==> src/hw/recip_pkg.sv <==
package recip_pkg;

    localparam int frac_w = 23;
    localparam int fix_w = 24;
    localparam int prod_w = 48;
    localparam int exp_w = 8;
    localparam int lut_bits = 8;
    localparam int newton_lat = 7;
    localparam int core_lat = 15;

    typedef enum logic [2:0] {
        rne = 3'd0,
        rtz = 3'd1,
        rdn = 3'd2,
        rup = 3'd3,
        rmm = 3'd4
    } rm_t;

    // travels beside the datapath from classify to pack
    typedef struct packed {
        logic        sign;
        rm_t         rm;
        logic        special;
        logic        invalid;
        logic        flushed;
        logic [31:0] special_result;
    } side_t;

    // bit fix_w of the result is the carry out of the mantissa
    function automatic logic [fix_w:0] round_q123(
        input logic [fix_w-1:0] value,
        input logic             guard,
        input logic             round,
        input logic             sticky,
        input logic             sign,
        input rm_t              rm
    );
        logic inc;
        logic tail;
        tail = guard | round | sticky;
        case (rm)
            rtz: inc = 1'b0;
            rdn: inc = sign & tail;
            rup: inc = ~sign & tail;
            rmm: inc = guard;
            // unknown codes fall back to nearest even
            default: inc = guard & (round | sticky | value[0]);
        endcase
        return {1'b0, value} + {{fix_w{1'b0}}, inc};
    endfunction

endpackage
==> src/hw/mant_if.sv <==
`timescale 1ns/1ns

interface mant_if;
    import recip_pkg::*;

    logic             valid;
    logic [fix_w-1:0] mant;
    logic             sign;
    rm_t              rm;
    // only meaningful on the result side
    logic             guard;
    logic             round;
    logic             sticky;

    modport src (
        output valid, mant, sign, rm, guard, round, sticky
    );

    modport dst (
        input valid, mant, sign, rm, guard, round, sticky
    );

endinterface

==> src/hw/fp_classify.sv <==
`timescale 1ns/1ns

module fp_classify (
    input  logic             clk,
    input  logic             rst,
    input  logic             in_valid,
    input  logic [31:0]      operand,
    input  recip_pkg::rm_t   rounding_mode,
    mant_if.src              req,
    output recip_pkg::side_t side,
    output logic [7:0]       new_exp
);
    import recip_pkg::*;

    logic              sgn;
    logic [exp_w-1:0]  ex;
    logic [frac_w-1:0] fr;
    logic              is_zero, is_inf, is_qnan, is_snan, is_denorm;
    logic [exp_w:0]    exp_diff;
    side_t             side_c;

    assign {sgn, ex, fr} = operand;

    always_comb begin
        is_zero = (ex == '0) && (fr == '0);
        is_denorm = (ex == '0) && (fr != '0);
        is_inf = (ex == '1) && (fr == '0);
        is_qnan = (ex == '1) && (fr != '0) && fr[frac_w-1];
        is_snan = (ex == '1) && (fr != '0) && !fr[frac_w-1];

        side_c.sign = sgn;
        side_c.rm = rounding_mode;
        side_c.special = is_zero | is_denorm | is_inf | is_qnan | is_snan;
        side_c.invalid = is_snan;
        side_c.flushed = is_denorm;
        if (is_qnan) begin
            side_c.special_result = operand;
        end else if (is_snan) begin
            // set the quiet bit
            side_c.special_result = operand | 32'h0040_0000;
        end else if (is_inf) begin
            side_c.special_result = {sgn, 31'd0};
        end else if (is_zero || is_denorm) begin
            side_c.special_result = {sgn, 8'hff, 23'd0};
        end else begin
            side_c.special_result = 32'd0;
        end

        // 1/m for m in (1,2) lands below one, hence one less
        exp_diff = ((fr == '0) ? 9'd254 : 9'd253) - {1'b0, ex};
    end

    always_ff @(posedge clk or posedge rst) begin
        if (rst) begin
            req.valid <= 1'b0;
            req.mant <= '0;
            req.sign <= 1'b0;
            req.rm <= rne;
            side <= '0;
            new_exp <= '0;
        end else begin
            req.valid <= in_valid;
            req.mant <= {1'b0, fr};
            req.sign <= sgn;
            req.rm <= rounding_mode;
            side <= side_c;
            // negative means the result underflows
            new_exp <= exp_diff[exp_w] ? '0 : exp_diff[exp_w-1:0];
        end
    end

    assign req.guard = 1'b0;
    assign req.round = 1'b0;
    assign req.sticky = 1'b0;

endmodule

==> src/flat_wrapper.sv <==
// flat-port wrapper written by rule: the top's interface ports become plain ports
module fp_classify_flat import recip_pkg::*;
  (clk, rst, in_valid, operand, rounding_mode, side, new_exp, req_valid, req_mant, req_sign, req_rm, req_guard, req_round, req_sticky);
  mant_if req_i ();
  input  logic clk;
  input  logic rst;
  input  logic in_valid;
  input  logic [31:0] operand;
  input  recip_pkg::rm_t rounding_mode;
  output recip_pkg::side_t side;
  output logic [7:0] new_exp;
  output wire logic [$bits(req_i.valid)-1:0] req_valid;
  output wire logic [$bits(req_i.mant)-1:0] req_mant;
  output wire logic [$bits(req_i.sign)-1:0] req_sign;
  output wire logic [$bits(req_i.rm)-1:0] req_rm;
  output wire logic [$bits(req_i.guard)-1:0] req_guard;
  output wire logic [$bits(req_i.round)-1:0] req_round;
  output wire logic [$bits(req_i.sticky)-1:0] req_sticky;
  assign req_valid = req_i.valid;
  assign req_mant = req_i.mant;
  assign req_sign = req_i.sign;
  assign req_rm = req_i.rm;
  assign req_guard = req_i.guard;
  assign req_round = req_i.round;
  assign req_sticky = req_i.sticky;
  fp_classify u_core (.clk(clk), .rst(rst), .in_valid(in_valid), .operand(operand), .rounding_mode(rounding_mode), .req(req_i), .side(side), .new_exp(new_exp));
endmodule
==> config.mk <==
export PLATFORM = sky130hd
export DESIGN_NAME = fp_classify_flat
export DESIGN_NICKNAME = d
export VERILOG_FILES = /design/src/hw/recip_pkg.sv /design/src/hw/mant_if.sv /design/src/hw/fp_classify.sv /design/src/flat_wrapper.sv
export SDC_FILE = /design/constraint.sdc
export NUM_CORES = 1
export LEC_CHECK = 0
export ABC_AREA = 0
export ABC_CLOCK_PERIOD_IN_PS = 2700
export BUFFER_PORTS_ARGS = -buffer_cell sky130_fd_sc_hd__buf_4
export CAP_MARGIN = 20
export CORE_UTILIZATION = 42
export CTS_BUF_LIST = sky130_fd_sc_hd__clkbuf_4 sky130_fd_sc_hd__clkbuf_8
export DETAILED_ROUTE_END_ITERATION = 10
export PLACE_DENSITY = 0.73
export SYNTH_ARGS = -nofsm -noshare
export SYNTH_HDL_FRONTEND = slang
export SYNTH_SLANG_ARGS = --single-unit
==> constraint.sdc <==
create_clock -name clk -period 2.7 [get_ports clk]
set_input_delay 0.54 -clock clk [delete_from_list [all_inputs] [get_ports clk]]
set_output_delay 0.54 -clock clk [all_outputs]
set_load 0.02 [all_outputs]
Word-level counts from Yosys, hierarchy flattened:

Cells that the tools add are included.

* reductions and logical operators: 11
* muxes and demuxes: 6
* $add $sub $neg: 1
* equal/unequal tests: 1
* bitwise gates (word level): 4

Operators by type and width (number)
* two-way mux 32 bit: 4
* zero test 23 bit: 1
* nonzero test 23 bit: 1
* subtractor 9 x 8 -> 9 bit: 1
* == test 8 bit, second input constant: 1
* zero test 8 bit: 1
* two-way mux 8 bit: 1
* logical AND 1 bit: 6
* OR 1 bit: 4
* two-way mux 2 bit: 1
* zero test 1 bit: 1
* logical OR 1 bit: 1

* register bits after elaboration: 71
* input port bits: 38
* output and inout bits: 79
* logic and storage cells: 32

Depth between registers and ports, before layout:

* depth after elaboration: 7
* depth in mapped cells: 9
* depth with buffers taken out: 9

Worst setup path after synthesis:

Ideal clock, no wire load.

* path kind: input to register
* start point: input port operand[16]
* end point: register u_core.new_exp[2]
* path buffers: 0
* library setup time: 0.137 ns
* stages on the path: 8
* arrival: 2.407 ns
* setup slack: 0.156 ns
* required time: 2.563 ns
* cell sequence: nor4_1 nand4_1 nor2_1 ha_1 inv_1 fa_1 nor3_1 nor2_1

* longest elaborated chain between the ends: 4

RTL lines
* from (decl): RTL line flat_wrapper.sv:8 `input logic [31:0] operand;`
* zero test 23 bit: RTL line fp_classify.sv:50 `exp_diff = ((fr == '0) ? 9'd254 : 9'd253) - {1'b0, ex};`
* two-way mux 2 bit: RTL line fp_classify.sv:50
* subtractor 9 x 8 -> 9 bit: RTL line fp_classify.sv:50
* two-way mux 8 bit: RTL line fp_classify.sv:68 `new_exp <= exp_diff[exp_w] ? '0 : exp_diff[exp_w-1:0];`
* to (signal assigned): RTL line fp_classify.sv:68
* to (decl): RTL line fp_classify.sv:11 `output logic [7:0] new_exp`

No other way between the ends.

Worst setup path after layout:

* start point: input port operand[10]
* end point: register u_core.new_exp[6]

The elaborated chain is that of the path after synthesis.

==> metrics.md <==
| Metric | Value |
|---|---|
| Total power | between 2 and 2.5 mW |
| Initial DRC Count | 55 |
| Maximum VDD drop | between 300 and 400 µV |
| TritonCTS clock tree | built |
| Post-DP HPWL | roughly 3700 µm |
| HP Class | input port to register |
| Min Tclk post-route | between 2 and 2.5 ns |
| Util after Layout | around two thirds |
| CTS Hold Bufs | 0 |
| Buffers on Ports | ~110 |
| Distinct cell type count after synthesis | 29 |
| CP endpoint kind | register |
| Non-Filler Instances | 362 |
| Most frequent cells in the layout | 121 x buf_4, 71 x dfrtp_1, 23 x and2_1, 12 x nand2_1, 9 x clkbuf_8 |
| Largest net degree at the start of global routing | between 40 and 50 |
| Layout cells sized above 1 | about half |
| Worst-Margin Slew | approximately 0.80 ns |
| Die Y | 77.10 µm |
| Syn_area_per_cell | 14.62 µm² |
| Crit-path max cell delay | 0.41 ns |
| Crit path launch | operand[10] |
| Vias in the first global route | about 1,500 |
| Worst Path Required | ~2.9 ns |
| Initial Util | 44.94% |
| Worst slew margin | between 40% and 50% |
| CTS max path bufs | 2 |
| Post-Syn Area | approximately 0.0024 mm² |
| Max cap viols | 0 |
| Initial DRT Pass Iterations | 3 |
| Lkg Pwr | around 1.9 nW |
| CTS buffer count | 9 |
| Nets@finish | 330 |
| Worst Setup Path Type | input port to register |
| Synthesis-stage register bit count | 71 |
| Core Area | roughly 0.0053 mm² |
| Worst-path clk slew | approximately 0.07 ns |
| Antenna fix cells | 0 |
| Vias per std cell | ~4.5 |
| Leading cell type in the layout, fill and taps excluded | buf_4 |
| Root Buffer Master | clkbuf_8 |
| Syn Inst Count | roughly 160 |
| Critical-path cell list | buf_4 > nor4_1 > buf_4 > nand4_1 > nor2_1 > ha_1 > inv_1 > fa_1 > nor2_1 > nand3_1 > mux2i_1 |
| Number of clock sinks | approximately 70 |
| DRT antenna net count | 0 |
| Final setup fails | 0 |
| Post-synthesis sequential area ratio | between 70 and 80% |
| Power Density | 598.5 mW/mm² |
| H-tree depth | 3 |
| Total grt overflow | 0 |
| Cts repair resizes | 0 |
| Worst path buffer plus inverter count | 3 |
| Remaining DRCs | 0 |
| Startpoint Class | input port |
| Tcrit/Tclk final | between 80 and 90% |
| DIE AREA | around 0.0059 mm² |
| First-pass GRT wire length | between 7000 and 8000 µm |
| Post-Route WL | 4892 µm |
| Setup crit end | u_core.new_exp[6] |
| Synthesis Warnings | 0 |
| IO Count | 117 |
| DR vias | roughly 1,600 |
| Slowest CP cell | fa_1 |
| DIE WIDTH | between 70 and 80 µm |
| Final Hold Vio Count | 0 |
| Std-Cell Rows | 26 |
| Tot GR Track Use | between 10% and 20% |
| # placed instances | 347 |
| Crit-path max FO | 3 |
| Syn-to-layout area delta | 47.65% |
| RSZ-0062 raised after global routing | no |
| Worst path depth | 11 |
| Routed len/inst | roughly 14 µm |
| Final Wtd Congestion | a little under 0.8 |
| CP arrival | ~2.6 ns |
| Fmax | approximately 0.42 GHz |
| Setup bufs post-CTS | 0 |
| Outcome | finished clean |
| Initial antenna violation count | 0 |
| Top cell family by delay on the critical path | simple AND/OR/NAND/NOR gates |
| Pins Over Slew Limit | 0 |
==> cells in the mapped netlist <==
cell	count	area share (%)
buf_4	8	2.5
and2_2	1	0.32
o21ai_0	1	0.21
nor2_1	8	1.3
nor2b_1	2	0.53
xor2_1	2	0.74
nor3_4	1	0.69
nor4_1	8	2.1
inv_4	1	0.26
inv_1	3	0.48
nand2b_1	1	0.26
o21ai_4	1	0.69
and2_1	23	6.1
o31ai_1	1	0.32
dfrtp_1	71	75
clkbuf_2	1	0.21
xnor2_1	2	0.74
conb_1	1	0.16
nor3_1	2	0.42
nand2_1	12	1.9
nor3b_1	1	0.32
mux2i_1	1	0.42
ha_1	3	1.6
nand4_2	1	0.53
nor4b_1	1	0.37
nand4_1	1	0.26
nand3_1	2	0.42
nand3b_1	1	0.32
fa_1	1	0.85
==> cell families (layout without fill, tap and decap cells) <==
family                     after synthesis  after routing  share of synthesized area (%)
AOI/OAI and AO/OA                        3              3                          1.215
xor gates and xnor gates                 4              4                          1.479
adders and majority gates                4              4                          2.430
buffers and inverters                   13            140                          3.487
DFF                                     71             71                          75.01
muxes                                    1              1                         0.4226
other                                    1              4                         0.1583
and+or+nand+nor                         65             65                          15.80
==> metal layers <==
metal	share of wire, %	wire length (µm)	GRT usage (%)	vias up
li1	-	-	-	763
met1	39	1926	21.38	779
met2	51	2480	29.73	81
met3	7.8	384	5.000	8
met4	2.0	100	9.623	0
met5	0	0	0	-
==> layout make-up <==
type | count | area (µm²)
Clock inverter | 6 | 62.56
Inverter | 4 | 17.52
Timing Repair Buffer | 121 | 908.4
Tap cell | 70 | 87.58
Multi-Input combinational cell | 81 | 520.5
Fill cell | 418 | 1773
Clock buffer | 9 | 123.9
Sequential cell | 71 | 1777
==> worst min path at each step <==
stage | start | endpoint | slack, ns | cells past startpoint
after floorplan | operand[0] | u_core.req.mant[0] | 0.57 | 0
after global placement | rounding_mode[0] | u_core.req.rm[0] | 0.65 | 1
after detailed placement | rounding_mode[0] | u_core.req.rm[0] | 0.65 | 1
after CTS | rounding_mode[0] | u_core.req.rm[0] | 0.29 | 1
after global routing | rounding_mode[2] | u_core.req.rm[2] | 0.30 | 1
final | rounding_mode[1] | u_core.req.rm[1] | 0.31 | 1
==> per-stage QoR <==
stage	hold WS [ns]	worst slack (ns)	instance area, µm²	TNS (ns)
global placement	0.6496	0.04304	3311	0
detailed placement	0.6503	-0.04878	3311	-0.2958
finish	0.3115	0.3100	3497	0
CTS	0.2934	0.2816	3497	0
floorplan	0.5714	0.1556	2380	0
global route	0.2957	0.06692	3497	0
==> where the power goes <==
group	internal, mW	switching, mW	total (mW)
Combinational	0.0928	0.120	0.213
Clock	0.417	0.359	0.776
Sequential	1.10	0.00907	1.10
==> flip-flops by register name, indices dropped and copies added (netlist names) <==
name	flops
u_core.side	35
u_core.req.mant	23
u_core.req.rm	3
u_core.new_exp	8
u_core.req.valid	1
u_core.req.sign	1
(Power assumes the default switching activity.)
