<file path="config.mk">
export PLATFORM = sky130hd
export DESIGN_NAME = result_pack_flat
export DESIGN_NICKNAME = d
export VERILOG_FILES = /design/src/hw/recip_pkg.sv /design/src/hw/mant_if.sv /design/src/hw/result_pack.sv /design/src/flat_wrapper.sv
export SDC_FILE = /design/constraint.sdc
export NUM_CORES = 1
export LEC_CHECK = 0
export ABC_AREA = 1
export BUFFER_PORTS_ARGS = -buffer_cell sky130_fd_sc_hd__buf_2
export CORE_MARGIN = 2
export CORE_UTILIZATION = 42
export DETAILED_ROUTE_END_ITERATION = 10
export GPL_TIMING_DRIVEN = 0
export PLACE_DENSITY_LB_ADDON = 0.15
export SETUP_SLACK_MARGIN = 0.15
export SYNTH_ARGS = -nofsm -noshare
export SYNTH_HDL_FRONTEND = slang
export SYNTH_SLANG_ARGS = --single-unit
</file>
<file path="constraint.sdc">
create_clock -name clk -period 0.85 [get_ports clk]
set_input_delay 0.0425 -clock clk [delete_from_list [all_inputs] [get_ports clk]]
set_output_delay 0.0425 -clock clk [all_outputs]
set_load 0.05 [all_outputs]
</file>
<file path="src/hw/recip_pkg.sv">
package recip_pkg;

    localparam int frac_w = 23;
    localparam int fix_w = 24;
    localparam int prod_w = 48;
    localparam int exp_w = 8;
    localparam int lut_bits = 8;
    localparam int newton_lat = 7;
    localparam int core_lat = 15;

    typedef enum logic [2:0] {
        rne = 3'd0,
        rtz = 3'd1,
        rdn = 3'd2,
        rup = 3'd3,
        rmm = 3'd4
    } rm_t;

    // travels beside the datapath from classify to pack
    typedef struct packed {
        logic        sign;
        rm_t         rm;
        logic        special;
        logic        invalid;
        logic        flushed;
        logic [31:0] special_result;
    } side_t;

    // bit fix_w of the result is the carry out of the mantissa
    function automatic logic [fix_w:0] round_q123(
        input logic [fix_w-1:0] value,
        input logic             guard,
        input logic             round,
        input logic             sticky,
        input logic             sign,
        input rm_t              rm
    );
        logic inc;
        logic tail;
        tail = guard | round | sticky;
        case (rm)
            rtz: inc = 1'b0;
            rdn: inc = sign & tail;
            rup: inc = ~sign & tail;
            rmm: inc = guard;
            // unknown codes fall back to nearest even
            default: inc = guard & (round | sticky | value[0]);
        endcase
        return {1'b0, value} + {{fix_w{1'b0}}, inc};
    endfunction

endpackage
</file>
<file path="src/hw/mant_if.sv">
`timescale 1ns/1ns

interface mant_if;
    import recip_pkg::*;

    logic             valid;
    logic [fix_w-1:0] mant;
    logic             sign;
    rm_t              rm;
    // only meaningful on the result side
    logic             guard;
    logic             round;
    logic             sticky;

    modport src (
        output valid, mant, sign, rm, guard, round, sticky
    );

    modport dst (
        input valid, mant, sign, rm, guard, round, sticky
    );

endinterface

</file>
<file path="src/hw/result_pack.sv">
`timescale 1ns/1ns

module result_pack (
    input  logic             clk,
    input  logic             rst,
    mant_if.dst              res,
    input  recip_pkg::side_t side,
    input  logic [7:0]       new_exp,
    output logic [31:0]      result,
    output logic             underflow,
    output logic             inexact,
    output logic             invalid,
    output logic             out_valid
);
    import recip_pkg::*;

    logic [fix_w:0]    rounded;
    logic [frac_w-1:0] frac_r;
    logic [exp_w-1:0]  exp_r;
    logic              tail;

    always_comb begin
        tail = res.guard | res.round | res.sticky;
        rounded = round_q123(res.mant, res.guard, res.round, res.sticky, res.sign, res.rm);
        // mantissa rolled over to 2.0
        if (rounded[fix_w]) begin
            frac_r = '0;
            exp_r = new_exp + 8'd1;
        end else begin
            frac_r = rounded[frac_w-1:0];
            exp_r = new_exp;
        end
    end

    always_ff @(posedge clk or posedge rst) begin
        if (rst) begin
            result <= '0;
            underflow <= 1'b0;
            inexact <= 1'b0;
            invalid <= 1'b0;
            out_valid <= 1'b0;
        end else begin
            out_valid <= res.valid;
            invalid <= side.invalid;
            if (side.special) begin
                result <= side.special_result;
                underflow <= side.flushed;
                inexact <= 1'b0;
            end else if (new_exp == '0) begin
                // too small for a normal, signed zero
                result <= {side.sign, 31'd0};
                underflow <= 1'b1;
                inexact <= 1'b1;
            end else begin
                result <= {res.sign, exp_r, frac_r};
                underflow <= 1'b0;
                inexact <= tail;
            end
        end
    end

    // sideband delay must line up with the core result
    assert property (@(posedge clk) disable iff (rst)
        res.valid |-> (res.sign == side.sign) && (res.rm == side.rm));

endmodule

</file>
<file path="src/flat_wrapper.sv">
// flat-port wrapper written by rule: the top's interface ports become plain ports
module result_pack_flat import recip_pkg::*;
  (clk, rst, side, new_exp, result, underflow, inexact, invalid, out_valid, res_valid, res_mant, res_sign, res_rm, res_guard, res_round, res_sticky);
  mant_if res_i ();
  input  logic clk;
  input  logic rst;
  input  recip_pkg::side_t side;
  input  logic [7:0] new_exp;
  output logic [31:0] result;
  output logic underflow;
  output logic inexact;
  output logic invalid;
  output logic out_valid;
  input wire logic [$bits(res_i.valid)-1:0] res_valid;
  input wire logic [$bits(res_i.mant)-1:0] res_mant;
  input wire logic [$bits(res_i.sign)-1:0] res_sign;
  input wire logic [$bits(res_i.rm)-1:0] res_rm;
  input wire logic [$bits(res_i.guard)-1:0] res_guard;
  input wire logic [$bits(res_i.round)-1:0] res_round;
  input wire logic [$bits(res_i.sticky)-1:0] res_sticky;
  assign res_i.valid = res_valid;
  assign res_i.mant = res_mant;
  assign res_i.sign = res_sign;
  assign res_i.rm = res_rm;
  assign res_i.guard = res_guard;
  assign res_i.round = res_round;
  assign res_i.sticky = res_sticky;
  result_pack u_core (.clk(clk), .rst(rst), .res(res_i), .side(side), .new_exp(new_exp), .result(result), .underflow(underflow), .inexact(inexact), .invalid(invalid), .out_valid(out_valid));
endmodule
</file>
=== Word level (Yosys, flattened, before mapping) ===
Index checks and enable logic that the tools add are counted.

* $add $sub $neg: 2
* Mux-type cells: 9
* Shifts and indexed selects: 0
* Div/mod/pow operators: 0
* $mul: 0
* Order comparisons: 0
* Reduce and logical (&&, ||, !) cells: 1
* Bitwise gates (word level): 8
* Equal/unequal tests: 4

{| class="wikitable"
|+ Operators by type and width
! kind !! number
|-
| $mux W32 || 2
|-
| $add A24 B1 Y25 || 1
|-
| $mux W23 || 1
|-
| $add A8 B1 Y8 const B || 1
|-
| $logic_not A8 Y1 || 1
|-
| $mux W8 || 1
|-
| $eq A3 B2 Y1 const B || 2
|-
| $mux W1 || 4
|-
| $or A1 B1 Y1 || 4
|-
| $pmux W1 S4 || 1
|-
| $and A1 B1 Y1 || 3
|-
| $eq A3 B1 Y1 const B || 1
|-
| $eq A3 B3 Y1 const B || 1
|-
| $not A1 Y1 || 1
|}

* Memories: 0
* Bits in latches: 0
* Register bits after elaboration: 36
* RAM bits: 0
* Word-level logic and storage cells: 29
* Input port bits: 81
* Output and inout port bits: 36
* Memory bits (read-only): 0

=== Depth between registers and ports, before layout ===
Gate-level depths: netlist of the first run.

* Word-level depth: 8
* Gate-level depth with buffers: 16

=== Worst setup path after synthesis of the first run ===
OpenSTA, ideal clock, no wires.

* Path type: input to register
* From: input port res_rm[0]
* To: register u_core.result[10]
* Buffers on the path: 1
* Arrival time: 1.622 ns
* Data required time: 0.731 ns
* Slack: -0.891 ns
* Setup time: 0.119 ns
* Stages on the path: 15
* Path through: nor2_1 > nand2_1 > nand2_1 > o211ai_1 > o21ai_0 > ha_1 > ha_1 > nand2_1 > nor2_4 > nand2_4 > nor2_8 > nand2_2 > nand2_2 > buf_6 > o21ai_2

* Longest elaborated chain between the ends: 6
* Elaborated cells on any way between the ends: 9
* Those cells by class: 1 x add/sub; 4 x eq/ne; 4 x mux

{| class="wikitable"
|+ RTL lines
! item !! line !! text
|-
| start: declaration || flat_wrapper.sv:17 || <nowiki>input wire logic [$bits(res_i.rm)-1:0] res_rm;</nowiki>
|-
| $eq A3 B3 Y1 (tied with other cells) || recip_pkg.sv:41 || <nowiki>case (rm)</nowiki>
|-
| $pmux W1 S4 (*) || recip_pkg.sv:41 ||
|-
| $add A24 B1 Y25 (*) || recip_pkg.sv:49 || <nowiki>return {1'b0, value} + {{fix_w{1'b0}}, inc};</nowiki>
|-
| $mux W23 (*) || result_pack.sv:26 || <nowiki>if (rounded[fix_w]) begin</nowiki>
|-
| $mux W32 (*) || result_pack.sv:49 || <nowiki>end else if (new_exp == '0) begin</nowiki>
|-
| $mux W32 (*) || result_pack.sv:45 || <nowiki>if (side.special) begin</nowiki>
|-
| end signal: assignment || result_pack.sv:46 || <nowiki>result <= side.special_result;</nowiki>
|-
| end signal: assignment || result_pack.sv:51 || <nowiki>result <= {side.sign, 31'd0};</nowiki>
|-
| end signal: assignment || result_pack.sv:55 || <nowiki>result <= {res.sign, exp_r, frac_r};</nowiki>
|-
| end: declaration || result_pack.sv:9 || <nowiki>output logic [31:0] result,</nowiki>
|}

Mark *: on every way between the ends. The rest lies on a longest branch, timed or not.

=== Final worst setup path of the first run ===
Ends and elaborated chain as after synthesis.

==> results.cfg, run 1 <==
[outcome]
status = complete, but fails checks
violations = hold timing, setup timing

[worst_setup_path]
max_stage_delay_ns = 0.19
critPathMaxFanout = 5
path_class = input pin to flip-flop
required_ns = 1.03
cp-start-kind = input pin
critPathSlowestCell = ha_4
cp_cell_sequence = buf_8, xor2_1, nand3_1, o21ai_2, ha_4, ha_4, nand2_4, nor2_4, nand2_4, nor2_8, nand2_4, nand2_4, buf_6, buf_8, o21ai_2
crit_path_frequent_cell = nand2_4
crit_path_end_kind = flip-flop
worstPathArrival_ns = 1.74

[final_layout]
fillers = 391
drive_gt1_share_pct = 45.1
finalNonFillerCells = 571
antenna-diode-count = 0
final_util_pct = 78.5
finalInstanceArea_um2 = 4270
nNetsFinal = 585
area_delta_synth_final_pct = 83.6

[global_routing]
antenna_found_initial = 0
grt_max_degree = 37
grt_usage_pct = 25.0
first_global_vias = 2676
gr-total-overflow = 0
grt_first_pass_wirelength_um = 12100

[synth]
ys_types = 27
synth_top_cell_area_share_pct = 38.7
yosysMostFrequentCell = nand2_1
synth_seq_cells = 36
synth-edff-count = 0
syn_avg_cell_area_um2 = 7.20
synth_commonest_cells = 138 x nand2_1, 36 x dfrtp_1, 32 x nand3_1
async_flop_share_pct = 100
synth_nets = 409
yosysWarnings = 0
ys.flop_type = dfrtp_1
synth_cells = 323
synthTopCellsByArea = dfrtp_1 39%, nand2_1 22%, nand3_1 6.9%
synth_largest_area_cell = dfrtp_1
syn-cell-area_um2 = 2330
ys_seq_area_share_pct = 38.7

[sta]
tightest_slew_ns = 0.799
drv_slew = 0
setup_viol = 58
min_period_ns = 1.57
relSlewSlack_pct = 46.6
hold_viol_final = 36
setup_ws_ns = -0.717
rsz0062_at_grt = yes
setup_tns_ns = -20.59
hold_slack_ns = -0.110
fin_crit_sh_pct = 184
fmax_mhz = 638

[clock_tree]
cts_root_buf = clkbuf_8
cts_buffers = 5
cts_tree = done
clkSlewWorstSetupHoldPaths_ns = 0.08
cts.path.max_buffers = 2
cts.hold.buffers_added = 35
cts.sinks = 36
htree_levels = 2

[die]
start_util_pct = 42.8
die_area_um2 = 6150
core_um2 = 5440
die_x_um = 78.4
io_pins = 117
fp.dieH_um = 78.4
floorplan.rows = 27

[route]
via_count = 2673
totalWireLength_um = 7420
via_per_inst = 4.68
first_pass_iters = 4
wl_per_cell_um = 13.0
dr.first_iter.drc_count = 164
ant_nets = 0
drc = 0

[flow_run]
maxCapViolCount = 0

[place]
gp_congestion = 0.866
portBuffers = 112
hpwl_um = 4740
dp.cells = 507
place_area_um2 = 3040

[power]
power.density_nw_per_um2 = 1200
leakage_nw = 2.15
vdd_ir_drop_max_v = 0.000775

[hold_path]
min_path_type = input pin to asynchronous set/reset pin
-- cells by family after synthesis --
group / synth area share, %
AO/OA/AOI/OAI: 5.76
flip-flops: 38.7
buffers and inverters: 5.16
adder cells (fa/ha/maj): 2.69
AND/OR/NAND/NOR: 41.6
XOR/XNOR: 6.02
-- worst max-delay path, delay by kind of cell --
family / cells / cell delay [ns]
adders and majority gates: 2 / 0.34
AOI/OAI and AO/OA: 2 / 0.23
xor gates and xnor gates: 1 / 0.14
and+or+nand+nor: 7 / 0.67
buffers and inverters: 3 / 0.31
-- placed cells by master (no fill, tap or decap), types with 2 or more instances in the layout --
cell type / count
nor2_4: 10
buf_2: 68
dlygate4sd3_1: 35
o21ai_2: 11
nand3_1: 21
nand4_1: 2
clkbuf_2: 2
dfrtp_1: 36
nand2_2: 16
buf_8: 3
nand2_1: 121
buf_6: 47
ha_4: 3
nand3_2: 10
nor2_1: 21
inv_1: 15
ha_1: 2
nor2_2: 4
buf_4: 13
clkinvlp_4: 2
buf_12: 3
xor2_1: 10
clkbuf_8: 7
inv_2: 2
nor3_2: 2
clkbuf_1: 2
xnor2_1: 4
nand2_4: 8
-- where the power goes --
group,switching [mW],leakage [nW],internal (mW)
logic,1.09,1.67,0.819
registers,0.0643,0.430,1.85
clock network,0.600,0.0503,0.722
total,1.75,2.15,3.39
-- what timing repair did --
item,4_1_cts,5_1_grt
gates resized for setup,122,42
hold endpoints to repair,70,36
pin swaps,19,18
gates cloned,2,0
setup buffers,18,2
endpoints found under the setup margin,70,70
-- metrics by stage --
| step | setup WS [ns] | power [mW] |
|---|---|---|
| after floorplan | -0.775 | 2.81 |
| after global placement | -1.12 | 3.28 |
| after global routing | -0.794 | 5.41 |
| after detailed placement | -1.18 | 3.29 |
| final | -0.717 | 5.14 |
| after CTS | -0.741 | 5.08 |
-- registers in the layout, indices dropped and copies added, names as in the netlist --
signal and flops:
u_core.invalid 1, u_core.out_valid 1, u_core.underflow 1, u_core.inexact 1
u_core.result 32
-- metal layers --
| metal | wire length [um] | vias up | GRT usage, % |
|---|---|---|---|
| met5 | 0 | - | 0 |
| met4 | 109 | 0 | 7.02 |
| met3 | 476 | 11 | 5.86 |
| met2 | 3880 | 107 | 45.0 |
| met1 | 2960 | 1195 | 29.8 |
| li1 | - | 1360 | - |
-- final cells by class --
class,count,area [um2],share of cell area [%]
Inverter,22,118,2.75
Timing Repair Buffer,169,1430,33.5
Sequential cell,36,901,21.1
Buffer,6,43.8,1.03
Tap cell,72,90.1,2.11
Multi-Input combinational cell,259,1590,37.2
Clock buffer,7,96.3,2.26
-- final timing paths --
path / from / end / slack, ns / depth (start not counted)
max in group asynchronous: rst / u_core.result[27]$_DFF_PP0_ / 0.52 / 2
min in group clk: side[32] / u_core.underflow$_DFF_PP0_ / 0.01 / 3
hold / removal: rst / u_core.result[15]$_DFF_PP0_ / -0.11 / 2
setup / recovery: res_rm[0] / u_core.result[10]$_DFF_PP0_ / -0.72 / 15
(Power assumes the default switching activity.)
==> inputs of run 2 (changes only) <==
--- a/config.mk
+++ b/config.mk
@@ -6,10 +6,10 @@
 export NUM_CORES = 1
 export LEC_CHECK = 0
 export ABC_AREA = 1
-export BUFFER_PORTS_ARGS = -buffer_cell sky130_fd_sc_hd__buf_2
 export CORE_MARGIN = 2
-export CORE_UTILIZATION = 42
+export CORE_UTILIZATION = 57
 export DETAILED_ROUTE_END_ITERATION = 10
+export DONT_BUFFER_PORTS = 1
 export GPL_TIMING_DRIVEN = 0
 export PLACE_DENSITY_LB_ADDON = 0.15
 export SETUP_SLACK_MARGIN = 0.15
==> run 2 against run 1 <==
- the flow still finishes with violations (hold timing, setup timing)
- power fell by 9.4%
- critical path depth decreased by 2
- worst hold slack lost 0.15 ns
- flip-flop and latch count stayed put
- utilization grew 12 points
- worst setup slack improved by 0.039 ns
- critical endpoint is now u_core.result[20]$_DFF_PP0_
- largest cell class unchanged
- sequential power up 26%
- sequential share of layout area rose by 4.9 points
- combinational power decreased by 50%
==> results.cfg, run 2 (same netlist as run 1, synthesis figures left out) <==
[final_layout]
multi_input_area_um2 = 1530
largest_reg_flops = 32
finalInstanceArea_um2 = 3600
max_flop_register = u_core.result
fillers = 153
layout_common_cells = 124 x nand2_1, 60 x dlygate4sd3_1, 27 x dfrtp_2
area_delta_synth_final_pct = 54.9
drive_gt1_share_pct = 30.8
ff_latch_area_um2 = 935
nNetsFinal = 497
antenna-diode-count = 0
final_common_cell = nand2_1

[place]
gp_congestion = 0.867
portBuffers = 0
hpwl_um = 4200
place_area_um2 = 2450

[sta]
rsz0062_at_grt = yes
setup_ws_ns = -0.677
hold_slack_ns = -0.258
drv_slew = 0
fmax_mhz = 655
relSlewSlack_pct = 45.7
setup_viol = 67
fin_crit_sh_pct = 180
hold_viol_final = 40
min_period_ns = 1.53
tightest_slew_ns = 0.813

[global_routing]
gr-max-usage-layer = met2
grtUsageMet1_pct = 34.2
grt_usage_pct = 33.0
gr-usage-met3_pct = 9.05
gr-total-overflow = 0
grt_max_degree = 37
antenna_found_initial = 0
met2_usage_pct = 59.7
grt_first_pass_wirelength_um = 11000
first_global_vias = 2500

[hold_path]
min_path_type = input pin to asynchronous set/reset pin

[clock_tree]
cts_buffers = 5
cts_root_buf = clkbuf_8
cts.path.max_buffers = 2
cts.sinks = 36
clkSlewWorstSetupHoldPaths_ns = 0.09
htree_levels = 2
cts_tree = done

[worst_setup_path]
critPathMaxFanout = 5
startpoint = res_guard
path_class = input pin to flip-flop
worstPathArrival_ns = 1.76
crit_path_end_kind = flip-flop
required_ns = 1.08
cp-start-kind = input pin

[route]
dr.first_iter.drc_count = 184
via_count = 2725
wl_per_cell_um = 19.2
via_per_inst = 5.90
first_pass_iters = 5
drc = 0
totalWireLength_um = 8860
ant_nets = 0

[outcome]
status = complete, but fails checks
violations = hold timing, setup timing

[die]
io_pins = 117
start_util_pct = 58.6
floorplan.rows = 23
die_x_um = 67.9
die_area_um2 = 4610
core_um2 = 3970
fp.dieH_um = 67.9

[power]
power.density_nw_per_um2 = 1290
vdd_ir_drop_max_v = 0.000792
leakage_nw = 1.67
fin_total_pwr_mw = 4.66

[flow_run]
maxCapViolCount = 0
run 2: cell count changes in the layout (fill, tap and decap cells not counted), sizes merged:
| cell | before | now |
|---|---|---|
| buf | 135 | 21 |
| clkbuf | 12 | 10 |
| clkinv | 1 | 4 |
| clkinvlp | 2 | 1 |
| dlygate4sd3 | 35 | 60 |
| dlymetal6s2s | 0 | 1 |
| inv | 19 | 20 |
run 2: what timing repair did:
action / in CTS / in global routing
resized for setup: 48 / 46
endpoints found under the setup margin: 67 / 70
setup buffers: 11 / 5
endpoints found under the hold margin: 72 / 41
pin swaps: 18 / 23
gates cloned: 2 / 0
hold buffers: 62 / 1
run 2: per-stage QoR:
stage / utilization [%] / setup WS [ns] / hold WS, ns / instances / TNS, ns
after floorplan: - / -0.775 / -0.00410 / 323 / -22.73
after global placement: 61.8 / -0.970 / 0.0740 / 373 / -28.63
after detailed placement: 61.8 / -0.996 / 0.0740 / 373 / -29.73
after CTS: 85.6 / -0.631 / -0.218 / 456 / -19.99
after global routing: 90.7 / -0.787 / -0.190 / 462 / -23.94
final: 90.7 / -0.677 / -0.258 / 462 / -20.76
run 2: routing by layer:
layer | share of wire, % | routed length (um) | up-vias
li1 | - | - | 1186
met1 | 34 | 2970 | 1243
met2 | 49 | 4360 | 226
met3 | 11 | 952 | 70
met4 | 6.5 | 574 | 0
met5 | 0 | 0 | -
run 2: worst max-delay path by stage:
stage / to / cells after the start
6_report: u_core.result[20]$_DFF_PP0_ / 13
5_1_grt: u_core.result[20]$_DFF_PP0_ / 15
4_1_cts: u_core.result[16]$_DFF_PP0_ / 14
3_5_place_dp: u_core.result[21]$_DFF_PP0_ / 13
3_3_place_gp: u_core.result[21]$_DFF_PP0_ / 15
2_1_floorplan: u_core.result[2]$_DFF_PP0_ / 15
run 2: report_power, final:
part           switching (mW)  internal, mW
combinational           0.478         0.470
clock                   0.728         0.573
sequential              0.551          1.86
total                    1.76          2.90
run 2: critical path, cell delays in order:
cell and delay (ns):
nor3_1 0.29, o21ai_1 0.13, ha_2 0.23, ha_4 0.17, nand2_4 0.06, nor2_4 0.05, nand2_4 0.09, nor2_8 0.05
buf_12 0.12, a21oi_4 0.20, buf_6 0.17, nand3_2 0.08, nand2_1 0.07
run 2: final cells by class:
class,instances,share of cell area (%)
Buffer,6,1.18
Inverter,22,3.23
Clock buffer,5,1.91
Timing Repair Buffer,81,22.9
Sequential cell,36,25.9
Tap cell,50,1.74
Clock inverter,3,0.521
Multi-Input combinational cell,259,42.6
